## config.mk

```make
export PLATFORM = sky130hd
export DESIGN_NAME = frontend_top
export DESIGN_NICKNAME = d
export VERILOG_FILES = /design/src/common/rv_isa_pkg.sv /design/src/common/frontend_pkg.sv /design/src/fetch/fetch_unit.sv /design/src/decode/instr_decode.sv /design/src/queue/instr_queue.sv /design/src/source/frontend_top.sv
export SDC_FILE = /design/constraint.sdc
export NUM_CORES = 2
export LEC_CHECK = 0
export BUFFER_PORTS_ARGS = -buffer_cell sky130_fd_sc_hd__buf_2
export CAP_MARGIN = 10
export CELL_PAD_IN_SITES_DETAIL_PLACEMENT = 0
export CELL_PAD_IN_SITES_GLOBAL_PLACEMENT = 2
export CORE_AREA = 4 4 507 509
export CTS_BUF_LIST = sky130_fd_sc_hd__clkbuf_8 sky130_fd_sc_hd__clkbuf_16
export DETAILED_ROUTE_END_ITERATION = 10
export DIE_AREA = 0 0 511 513
export PLACE_DENSITY_LB_ADDON = 0.1
export REMOVE_ABC_BUFFERS = 1
export SLEW_MARGIN = 10
export SYNTH_ARGS = -nofsm -noshare
export SYNTH_HDL_FRONTEND = slang
export SYNTH_SLANG_ARGS = --single-unit
```

## constraint.sdc

```tcl
create_clock -name clk -period 11.4 [get_ports clk]
set_input_delay 1.14 -clock clk [delete_from_list [all_inputs] [get_ports clk]]
set_output_delay 1.14 -clock clk [all_outputs]
set_load 0.05 [all_outputs]
```

## src/common/rv_isa_pkg.sv

```systemverilog
// RV32 instruction set constants
`default_nettype none

package rv_isa_pkg;

    // ==================================================
    // Widths and field positions
    // ==================================================
    localparam int INSTR_W    = 32;
    localparam int OPCODE_W   = 7;
    localparam int REG_IDX_W  = 5;

    localparam int OPCODE_LSB = 0;
    localparam int RD_LSB     = 7;
    localparam int RS1_LSB    = 15;
    localparam int RS2_LSB    = 20;

    typedef logic [INSTR_W-1:0]   instr_t;
    typedef logic [REG_IDX_W-1:0] reg_idx_t;
    typedef logic [OPCODE_W-1:0]  opcode_t;

    // ==================================================
    // Major opcodes that carry an immediate
    // ==================================================
    localparam opcode_t OPC_OP_IMM = 7'b0010011;
    localparam opcode_t OPC_LOAD   = 7'b0000011;
    localparam opcode_t OPC_JALR   = 7'b1100111;
    localparam opcode_t OPC_STORE  = 7'b0100011;
    localparam opcode_t OPC_BRANCH = 7'b1100011;
    localparam opcode_t OPC_LUI    = 7'b0110111;
    localparam opcode_t OPC_AUIPC  = 7'b0010111;
    localparam opcode_t OPC_JAL    = 7'b1101111;

    // addi x0, x0, 0
    localparam instr_t NOP_INSTR = 32'h0000_0013;

    // Immediate layouts
    typedef enum logic [2:0] {
        IMM_NONE,
        IMM_I,
        IMM_S,
        IMM_B,
        IMM_U,
        IMM_J
    } imm_fmt_e;

endpackage

`default_nettype wire

```

## src/common/frontend_pkg.sv

```systemverilog
// Frontend widths and stage payloads
`default_nettype none

package frontend_pkg;

    typedef logic [31:0] addr_t;
    typedef logic [31:0] imm_t;

    // ==================================================
    // Program counter
    // ==================================================
    localparam addr_t RESET_PC = 32'h0000_0000;
    localparam addr_t PC_STEP  = 32'd4;

    // ==================================================
    // Instruction queue sizing
    // ==================================================
    localparam int IQ_DEPTH = 32;
    localparam int IQ_PTR_W = $clog2(IQ_DEPTH);

    typedef logic [IQ_PTR_W-1:0] iq_ptr_t;
    typedef logic [IQ_PTR_W:0]   iq_count_t;   // Holds 0..IQ_DEPTH

    // One fetch and one decode may still be in flight when fetch stops
    localparam int IQ_ALMOST_FULL = IQ_DEPTH - 2;

    // ==================================================
    // Stage payloads
    // ==================================================
    typedef struct packed {
        addr_t              pc;
        rv_isa_pkg::instr_t instr;
    } fetch_pkt_t;

    typedef struct packed {
        addr_t                pc;
        rv_isa_pkg::instr_t   instr;
        imm_t                 imm;
        rv_isa_pkg::reg_idx_t rd;
        rv_isa_pkg::reg_idx_t rs1;
        rv_isa_pkg::reg_idx_t rs2;
        logic                 has_dest;   // rd is not x0
    } decoded_instr_t;

endpackage

`default_nettype wire

```

## src/fetch/fetch_unit.sv

```systemverilog
// Sequential instruction fetch
`timescale 1ns/1ns
`default_nettype none

module fetch_unit (
    input  wire                      clk,
    input  wire                      rst_n,

    input  wire                      redirect_i,
    input  frontend_pkg::addr_t      redirect_target_i,
    input  wire                      iq_almost_full_i,

    output logic                     imem_req_valid_o,
    output frontend_pkg::addr_t      imem_req_addr_o,
    input  wire                      imem_req_ready_i,
    input  wire                      imem_resp_valid_i,
    input  rv_isa_pkg::instr_t       imem_resp_data_i,

    output logic                     fetch_valid_o,
    output frontend_pkg::fetch_pkt_t fetch_pkt_o
);

    typedef enum logic [1:0] {
        IDLE,   // Held off by a nearly full queue
        REQ,    // Request on the bus
        WAIT    // One request outstanding
    } fetch_state_e;

    fetch_state_e             state_q, state_d;
    frontend_pkg::addr_t      pc_q, pc_d;      // Address of the next fetch
    frontend_pkg::addr_t      req_addr_q;      // Address of the request on the bus
    logic                     discard_q, discard_d;
    logic                     req_fire;
    logic                     resp_keep;
    logic                     fetch_valid_q;
    frontend_pkg::fetch_pkt_t fetch_pkt_q;

    assign imem_req_valid_o = (state_q == REQ);
    assign imem_req_addr_o  = req_addr_q;

    assign req_fire  = imem_req_valid_o && imem_req_ready_i;
    // Response belongs to the current stream
    assign resp_keep = (state_q == WAIT) && imem_resp_valid_i && !discard_q && !redirect_i;

    // ==================================================
    // Next state
    // ==================================================
    always_comb begin
        state_d   = state_q;
        pc_d      = pc_q;
        discard_d = discard_q;

        case (state_q)
            IDLE: begin
                // A redirect also empties the queue
                if (!iq_almost_full_i || redirect_i) begin
                    state_d = REQ;
                end
            end
            REQ: begin
                if (req_fire) begin
                    state_d   = WAIT;
                    discard_d = redirect_i;   // Accepted on the redirect edge
                end else if (redirect_i) begin
                    state_d = IDLE;           // Drop the stale request
                end
            end
            WAIT: begin
                if (imem_resp_valid_i) begin
                    discard_d = 1'b0;
                    if (resp_keep) begin
                        pc_d = pc_q + frontend_pkg::PC_STEP;
                    end
                    if (resp_keep && iq_almost_full_i) begin
                        state_d = IDLE;
                    end else begin
                        state_d = REQ;
                    end
                end else if (redirect_i) begin
                    discard_d = 1'b1;   // Late response gets dropped
                end
            end
            default: state_d = IDLE;
        endcase

        if (redirect_i) begin
            pc_d = redirect_target_i;
        end
    end

    always_ff @(posedge clk or negedge rst_n) begin
        if (!rst_n) begin
            state_q    <= REQ;   // First request right after reset
            pc_q       <= frontend_pkg::RESET_PC;
            req_addr_q <= frontend_pkg::RESET_PC;
            discard_q  <= 1'b0;
        end else begin
            state_q   <= state_d;
            pc_q      <= pc_d;
            discard_q <= discard_d;
            if (state_d == REQ && state_q != REQ) begin
                req_addr_q <= pc_d;
            end
        end
    end

    // ==================================================
    // Fetch packet to decode
    // ==================================================
    always_ff @(posedge clk or negedge rst_n) begin
        if (!rst_n) begin
            fetch_valid_q     <= 1'b0;
            fetch_pkt_q.pc    <= frontend_pkg::RESET_PC;
            fetch_pkt_q.instr <= rv_isa_pkg::NOP_INSTR;
        end else begin
            fetch_valid_q <= resp_keep;
            if (resp_keep) begin
                fetch_pkt_q.pc    <= req_addr_q;
                fetch_pkt_q.instr <= imem_resp_data_i;
            end
        end
    end

    assign fetch_valid_o = fetch_valid_q;
    assign fetch_pkt_o   = fetch_pkt_q;

endmodule

`default_nettype wire

```

## src/decode/instr_decode.sv

```systemverilog
// Field and immediate decode stage
`timescale 1ns/1ns
`default_nettype none

module instr_decode (
    input  wire                          clk,
    input  wire                          rst_n,

    input  wire                          flush_i,

    input  wire                          fetch_valid_i,
    input  frontend_pkg::fetch_pkt_t     fetch_pkt_i,

    output logic                         dec_valid_o,
    output frontend_pkg::decoded_instr_t dec_o
);

    rv_isa_pkg::instr_t           instr;
    rv_isa_pkg::opcode_t          opcode;
    rv_isa_pkg::imm_fmt_e         imm_fmt;
    frontend_pkg::imm_t           imm;
    frontend_pkg::decoded_instr_t dec_d;
    frontend_pkg::decoded_instr_t dec_q;
    logic                         dec_valid_q;

    assign instr  = fetch_pkt_i.instr;
    assign opcode = instr[rv_isa_pkg::OPCODE_LSB +: rv_isa_pkg::OPCODE_W];

    // ==================================================
    // Immediate format select
    // ==================================================
    always_comb begin
        case (opcode)
            rv_isa_pkg::OPC_OP_IMM,
            rv_isa_pkg::OPC_LOAD,
            rv_isa_pkg::OPC_JALR:   imm_fmt = rv_isa_pkg::IMM_I;
            rv_isa_pkg::OPC_STORE:  imm_fmt = rv_isa_pkg::IMM_S;
            rv_isa_pkg::OPC_BRANCH: imm_fmt = rv_isa_pkg::IMM_B;
            rv_isa_pkg::OPC_LUI,
            rv_isa_pkg::OPC_AUIPC:  imm_fmt = rv_isa_pkg::IMM_U;
            rv_isa_pkg::OPC_JAL:    imm_fmt = rv_isa_pkg::IMM_J;
            default:                imm_fmt = rv_isa_pkg::IMM_NONE;
        endcase
    end

    // Sign bit is always instr[31]
    always_comb begin
        case (imm_fmt)
            rv_isa_pkg::IMM_I:
                imm = {{20{instr[31]}}, instr[31:20]};
            rv_isa_pkg::IMM_S:
                imm = {{20{instr[31]}}, instr[31:25], instr[11:7]};
            rv_isa_pkg::IMM_B:
                imm = {{19{instr[31]}}, instr[31], instr[7], instr[30:25],
                       instr[11:8], 1'b0};
            rv_isa_pkg::IMM_U:
                imm = {instr[31:12], 12'h000};
            rv_isa_pkg::IMM_J:
                imm = {{11{instr[31]}}, instr[31], instr[19:12], instr[20],
                       instr[30:21], 1'b0};
            default:
                imm = '0;
        endcase
    end

    // ==================================================
    // Register fields
    // ==================================================
    always_comb begin
        dec_d.pc       = fetch_pkt_i.pc;
        dec_d.instr    = instr;
        dec_d.imm      = imm;
        dec_d.rd       = instr[rv_isa_pkg::RD_LSB  +: rv_isa_pkg::REG_IDX_W];
        dec_d.rs1      = instr[rv_isa_pkg::RS1_LSB +: rv_isa_pkg::REG_IDX_W];
        dec_d.rs2      = instr[rv_isa_pkg::RS2_LSB +: rv_isa_pkg::REG_IDX_W];
        dec_d.has_dest = (dec_d.rd != '0);   // x0 writes are dropped
    end

    always_ff @(posedge clk or negedge rst_n) begin
        if (!rst_n) begin
            dec_valid_q    <= 1'b0;
            dec_q.pc       <= frontend_pkg::RESET_PC;
            dec_q.instr    <= rv_isa_pkg::NOP_INSTR;
            dec_q.imm      <= '0;
            dec_q.rd       <= '0;
            dec_q.rs1      <= '0;
            dec_q.rs2      <= '0;
            dec_q.has_dest <= 1'b0;
        end else begin
            dec_valid_q <= fetch_valid_i && !flush_i;
            if (fetch_valid_i) begin
                dec_q <= dec_d;
            end
        end
    end

    assign dec_valid_o = dec_valid_q;
    assign dec_o       = dec_q;

endmodule

`default_nettype wire

```

## src/queue/instr_queue.sv

```systemverilog
// Decoded instruction queue
`timescale 1ns/1ns
`default_nettype none

module instr_queue (
    input  wire                          clk,
    input  wire                          rst_n,

    input  wire                          flush_i,

    input  wire                          enq_valid_i,
    input  frontend_pkg::decoded_instr_t enq_i,
    output logic                         almost_full_o,

    output logic                         dispatch_valid_o,
    output frontend_pkg::decoded_instr_t dispatch_o,
    input  wire                          dispatch_ready_i
);

    localparam frontend_pkg::iq_count_t COUNT_FULL =
        frontend_pkg::iq_count_t'(frontend_pkg::IQ_DEPTH);
    localparam frontend_pkg::iq_count_t COUNT_ALMOST_FULL =
        frontend_pkg::iq_count_t'(frontend_pkg::IQ_ALMOST_FULL);

    frontend_pkg::decoded_instr_t mem_q [frontend_pkg::IQ_DEPTH];
    frontend_pkg::iq_ptr_t        head_q;
    frontend_pkg::iq_ptr_t        tail_q;
    frontend_pkg::iq_count_t      count_q;
    logic                         empty;
    logic                         full;
    logic                         do_enq;
    logic                         do_deq;

    assign empty = (count_q == '0);
    assign full  = (count_q == COUNT_FULL);

    assign do_deq = !empty && dispatch_ready_i;
    // A full queue still takes an entry when the head leaves
    assign do_enq = enq_valid_i && (!full || dispatch_ready_i);

    // ==================================================
    // Storage
    // ==================================================
    always_ff @(posedge clk) begin
        if (do_enq) begin
            mem_q[tail_q] <= enq_i;
        end
    end

    // ==================================================
    // Pointers and fill count
    // ==================================================
    always_ff @(posedge clk or negedge rst_n) begin
        if (!rst_n) begin
            head_q  <= '0;
            tail_q  <= '0;
            count_q <= '0;
        end else if (flush_i) begin
            head_q  <= '0;
            tail_q  <= '0;
            count_q <= '0;
        end else begin
            if (do_enq) begin
                tail_q <= tail_q + 1'b1;   // Wraps at IQ_DEPTH
            end
            if (do_deq) begin
                head_q <= head_q + 1'b1;
            end
            case ({do_enq, do_deq})
                2'b10:   count_q <= count_q + 1'b1;
                2'b01:   count_q <= count_q - 1'b1;
                default: count_q <= count_q;
            endcase
        end
    end

    // Throttles fetch before the queue can overflow
    assign almost_full_o = (count_q >= COUNT_ALMOST_FULL);

    assign dispatch_valid_o = !empty;
    assign dispatch_o       = mem_q[head_q];   // Head stays put until taken

endmodule

`default_nettype wire

```

## src/source/frontend_top.sv

```systemverilog
// Instruction frontend top level
`timescale 1ns/1ns
`default_nettype none

module frontend_top (
    input  wire                          clk,
    input  wire                          rst_n,

    // Instruction memory request
    output logic                         imem_req_valid_o,
    output frontend_pkg::addr_t          imem_req_addr_o,
    input  wire                          imem_req_ready_i,

    // Instruction memory response
    input  wire                          imem_resp_valid_i,
    input  rv_isa_pkg::instr_t           imem_resp_data_i,

    // Redirect
    input  wire                          redirect_i,
    input  frontend_pkg::addr_t          redirect_target_i,

    // Dispatch
    output logic                         dispatch_valid_o,
    output frontend_pkg::decoded_instr_t dispatch_o,
    input  wire                          dispatch_ready_i
);

    logic                         fetch_valid;
    frontend_pkg::fetch_pkt_t     fetch_pkt;
    logic                         dec_valid;
    frontend_pkg::decoded_instr_t dec;
    logic                         iq_almost_full;

    // ==================================================
    // Fetch -> decode -> queue
    // ==================================================
    fetch_unit u_fetch_unit (
        .clk               (clk),
        .rst_n             (rst_n),
        .redirect_i        (redirect_i),
        .redirect_target_i (redirect_target_i),
        .iq_almost_full_i  (iq_almost_full),
        .imem_req_valid_o  (imem_req_valid_o),
        .imem_req_addr_o   (imem_req_addr_o),
        .imem_req_ready_i  (imem_req_ready_i),
        .imem_resp_valid_i (imem_resp_valid_i),
        .imem_resp_data_i  (imem_resp_data_i),
        .fetch_valid_o     (fetch_valid),
        .fetch_pkt_o       (fetch_pkt)
    );

    instr_decode u_instr_decode (
        .clk           (clk),
        .rst_n         (rst_n),
        .flush_i       (redirect_i),   // Redirect empties the decode stage
        .fetch_valid_i (fetch_valid),
        .fetch_pkt_i   (fetch_pkt),
        .dec_valid_o   (dec_valid),
        .dec_o         (dec)
    );

    instr_queue u_instr_queue (
        .clk              (clk),
        .rst_n            (rst_n),
        .flush_i          (redirect_i),
        .enq_valid_i      (dec_valid),
        .enq_i            (dec),
        .almost_full_o    (iq_almost_full),
        .dispatch_valid_o (dispatch_valid_o),
        .dispatch_o       (dispatch_o),
        .dispatch_ready_i (dispatch_ready_i)
    );

endmodule

`default_nettype wire

```

Word level (Yosys, flattened, before mapping)
Memories as Yosys holds them, arrays and structs flattened.
Index checks and enable logic that the tools add are counted.
- flip-flop bits (word level): 261
- bits in latches: 0
- bits in writable memories: 3584
- ROM bits: 0
- bits of input ports: 70
- output and inout port bits: 146
- logic and storage cells: 97
- memories: 1
- memories (name ; words ; bits a word ; read ports ; clocked after memory_dff ; write ports ; RTL line ; source):
    u_instr_queue.mem_q ; 32 ; 112 ; 1 ; 0 ; 1 ; instr_queue.sv:25 ; frontend_pkg::decoded_instr_t mem_q [frontend_pkg::IQ_DEPTH];
- add/sub/neg operators: 5
- $mul: 0
- div/mod/pow operators: 0
- magnitude comparators: 1
- equal/unequal tests: 22
- shifts and indexed selects: 0
- mux-type cells: 24
- bitwise gates (word level): 0
- reductions and logical operators: 26
- operators by type and width (cell ; count):
    $pmux W32 S5 ; 1
    $mux W32 ; 4
    $add A32 B3 Y32 const B ; 1
    $eq A7 B7 Y1 const B ; 3
    $mux W5 ; 4
    $pmux W3 S5 ; 1
    $eq A7 B5 Y1 const B ; 2
    $eq A7 B6 Y1 const B ; 2
    $pmux W6 S2 ; 1
    $add A5 B1 Y5 const B ; 2
    $logic_and A1 B1 Y1 ; 9
    $mux W2 ; 4
    $eq A7 B2 Y1 const B ; 1
    $add A6 B1 Y6 const B ; 1
    $eq A2 B1 Y1 const B ; 3
    $eq A3 B2 Y1 const B ; 2
    $eq A3 B3 Y1 const B ; 2
    $eq A6 B6 Y1 const B ; 1
    $ge A6 B5 Y1 const B ; 1
    $logic_not A6 Y1 ; 1
    $mux W1 ; 6
    $mux W6 ; 1
    $pmux W2 S3 ; 1
    $reduce_bool A2 Y1 ; 3
    other kinds (15) ; 21

Logic depth before layout (Yosys ltp)
- depth in word-level cells: 10
- mapped depth: 9
- depth with buffers taken out: 9

Cells and area by module
From an unflattened synthesis, not the netlist that was laid out.
- cells, all modules: 6216
- area total of the unflattened synthesis: 146560.6 um2
- by module, submodules not included (module ; times used ; cells each ; area an instance (um2) ; sequential area each (um2)):
    instr_queue ; 1 ; 5287 ; 136622.3 ; 108023.6
    fetch_unit ; 1 ; 602 ; 5789.3 ; 3308.2
    instr_decode ; 1 ; 327 ; 4149.0 ; 2456.1

Worst setup path after synthesis
Ideal clock, no wire load.
- kind: in2reg
- from: input port dispatch_ready_i
- to: memory u_instr_queue.mem_q[23][0] (netlist name) (enable)
- setup time: 692 ps
- data arrival time: 8813 ps
- data required time: 10708 ps
- setup slack: 1895 ps
- stages: 4
- buffers on the path: 1
- cell sequence: o41a_1 > clkbuf_1 > nand3_1 > nor3b_1
- cells in the longest elaborated chain, start to end: 4
- RTL lines (what ; RTL line ; source):
    from (decl) ; frontend_top.sv:25 ; input wire dispatch_ready_i
    $logic_or A1 B1 Y1 ; instr_queue.sv:39 ; assign do_enq = enq_valid_i && (!full || dispatch_ready_i);
    $logic_and A1 B1 Y1 ; instr_queue.sv:39 ;
    $mux W1 ; instr_queue.sv:45 ; if (do_enq) begin
    $mux W1 (not written as such) ; instr_queue.sv:46 ; mem_q[tail_q] <= enq_i;
    to (decl) ; instr_queue.sv:25 ;
No other way between the ends.

==> out/qor.yml <==
status: "finished, final reports clean"
cts_root_buf: "clkbuf_16"
cts_tree: "done"
powerDensity_mw_per_mm2: 223.6
synth.area.top_cells: "edfxtp_1, mux4_2, dfrtp_1"
dp_hpwl_microns: 156900
p_leak_nw: 47.26
fin_area_sq_mm: 0.1452
grt_use_met3: 0.03337
cts.clk_slew.worst_paths_ns: 0.06
row_count: 185
drv_slew: 0
placed_cell_area_sq_mm: 0.1336
cts_hold_buffers: 0
period_minus_slack_ns: 6.423
fin_skew_ns: 0.05595
die_h_microns: 513
setup_violations: 0
die_w_microns: 511
ioPinCount: 216
yosysWarningCount: 0
core_sq_mm: 0.2530
crit_path_start_kind: "register"
vias: 60010
first_pass_iters: 6
post-cts-setup-buffers: 0
maxSlewHeadroom: 0.1712
use_met1: 0.3882
fin_crit_sh: 0.5634
clock-sinks: 3350
yosysUniqueCellTypes: 67
synth_seq_area_share: 0.7758
tightest_slew_ns: 1.243
ctsResizeCount: 0
critPathSlowestCell: "dfrtp_4"
tns_ns: 0
globalplace.congestion: 0.7530
final_core_util: 0.5739
fmax_mhz: 155.7
n_fill_cell: 18300
grt_max_degree: 138
total_power_mw: 32.47
hp-class: "input port to asynchronous set/reset pin"
cts_buffers: 359
area_growth_pct: 13.36
overflow: 0
cpMostUsedCell: "mux4_2"
required_ns: 10.26
antenna_found_initial: 13
synth_edf_count: 3104
grt_usage: 0.2532
critPathMaxStageDelay_ns: 1.03
wl_per_cell_microns: 35.17
met2_usage: 0.3968
port_buffers: 215
floorplan.initialDensity: 0.5063
drive_gt1_frac: 0.3502
clk_latency_ns: 0.95
syn_area_sq_mm: 0.1281
cp_max_fo: 137
critPathKind: "register to output pin"
r2r_cells: 6
finalHoldViolCount: 0
clock_path_buffers: 4
ys.flop_type: "edfxtp_1"
nNetsFinal: 5840
grt_pass1_vias: 61310
vdd_drop_max_mv: 0.1690
die_area_sq_mm: 0.2621
drtAntennaViolNets: 0
path_cells: "buf_12 > buf_4 > mux4_2 > mux4_2 > mux2_2 > buf_2"
synth_cells: 5355
critPathArrivalTime_ns: 5.28
end_kind: "output pin"
vias_per_cell: 6.378
totalWireLength_microns: 331000
grt_setup_unrepaired: "no"
first_iter_violations: 6913
cts_max_level: 5
yosysTopAreaCellShare: 0.7277
grt_pass1_wl_microns: 470400
avgSynthCellArea_sq_um: 23.92
synth-seq-cells: 3350
cap_violations: 0
finalNonFillerCells: 9409
synth_top_cell_by_area: "edfxtp_1"
drc: 0
top_usage_layer: "met2"
async_reset_ff_frac: 0.07343
place_inst: 8765
metal layers:
layer,up-vias,wire (microns)
met4,4,6530
met3,448,20780
met1,33590,144700
li1,23700,-
met2,2267,158900
met5,-,27
final timing paths:
kind | start | endpoint | slack [ns]
setup / recovery | u_instr_queue.head_q[1] | dispatch_o[21] | 4.98
hold / removal | rst_n | u_instr_decode.dec_o[91] | 0.16
setup reg to reg | u_instr_queue.count_q[1] | u_instr_queue.mem_q[14][77] | 6.93
hold reg to reg | u_fetch_unit.pc_q[0] | u_fetch_unit.pc_q[0] | 0.50
max in group asynchronous | rst_n | u_instr_decode.dec_o[109] | 9.96
min in group clk | imem_resp_data_i[4] | u_fetch_unit.fetch_pkt_o[4] | 0.42
state kept, by name, indices dropped and copies added (netlist names):
signal	cells
u_instr_decode.dec_o	97
u_instr_queue.head_q	5
u_fetch_unit.pc_q	32
u_fetch_unit.fetch_valid_o	1
u_instr_queue.count_q	6
u_fetch_unit.discard_q	1
u_instr_queue.tail_q	5
u_fetch_unit.state_q	2
u_instr_decode.dec_valid_o	1
u_instr_queue.mem_q	3104
u_fetch_unit.imem_req_addr_o	32
u_fetch_unit.fetch_pkt_o	64
kinds of logic after synthesis:
kind of cell | after synthesis | share of synthesized area
and+or+nand+nor | 313 | 0.01147
adders and majority gates | 9 | 0.0008792
muxes | 1218 | 0.1923
DFF | 3350 | 0.7758
AOI/OAI and AO/OA | 127 | 0.006701
buffers and inverters | 308 | 0.01075
xor gates and xnor gates | 30 | 0.002051
where the power goes:
group / switching [mW] / total (mW) / internal [mW]
clock: 4.61 / 11.4 / 6.81
sequential: 1.37 / 16.2 / 14.9
combinational: 2.56 / 4.80 / 2.24
critical path: cells and delay by family, from the launching register on:
family,cells,cell delay (ns)
buffers and inverters,3,1.62
muxes,3,1.27
DFF,1,1.03
metrics by stage:
step | setup WS (ns) | hold slack, ns
after global placement | 5.810 | 0.4824
after CTS | 4.877 | 0.1229
after floorplan | -21.08 | 0.4680
final | 4.977 | 0.1564
after global routing | 4.828 | 0.1545
after detailed placement | 5.884 | 0.4898
layout by cell type, fill, tap and decap left out, types with 35 or more instances in the layout:
cell type / n
buf_2: 214
nor2_1: 69
mux2_2: 245
inv_1: 96
mux4_2: 970
clkbuf_16: 367
clkinv_1: 53
clkinv_2: 53
edfxtp_1: 3104
dfrtp_1: 233
buf_4: 97
nand2_1: 99
bufinv_16: 35
synth_stat cells, types with 9 or more instances:
master / instances
clkbuf_1: 160
nor4_1: 9
dfrtp_1: 239
ha_1: 9
buf_4: 27
nand2_1: 99
a31oi_1: 9
o21ai_0: 32
nand3_1: 19
nor2_1: 101
a21oi_1: 24
edfxtp_1: 3104
mux2_2: 245
xor2_1: 18
buf_1: 35
xnor2_1: 12
a22oi_1: 10
inv_1: 14
buf_2: 65
mux4_2: 970
nor3_1: 12
nand4_1: 19
area by class of cell:
class | instances | area (sq um) | share of cell area
sequential | 3350 | 99400 | 0.6845
clock buffer | 399 | 9624 | 0.06628
inverter | 16 | 60.06 | 0.0004136
tap | 3366 | 4212 | 0.02900
multi-input combinational | 1697 | 27590 | 0.1900
antenna | 4 | 10.01 | 0.00006894
clock inverter | 240 | 1987 | 0.01368
timing repair buffer | 337 | 2322 | 0.01599
Power figures use the tool's default switching activity.
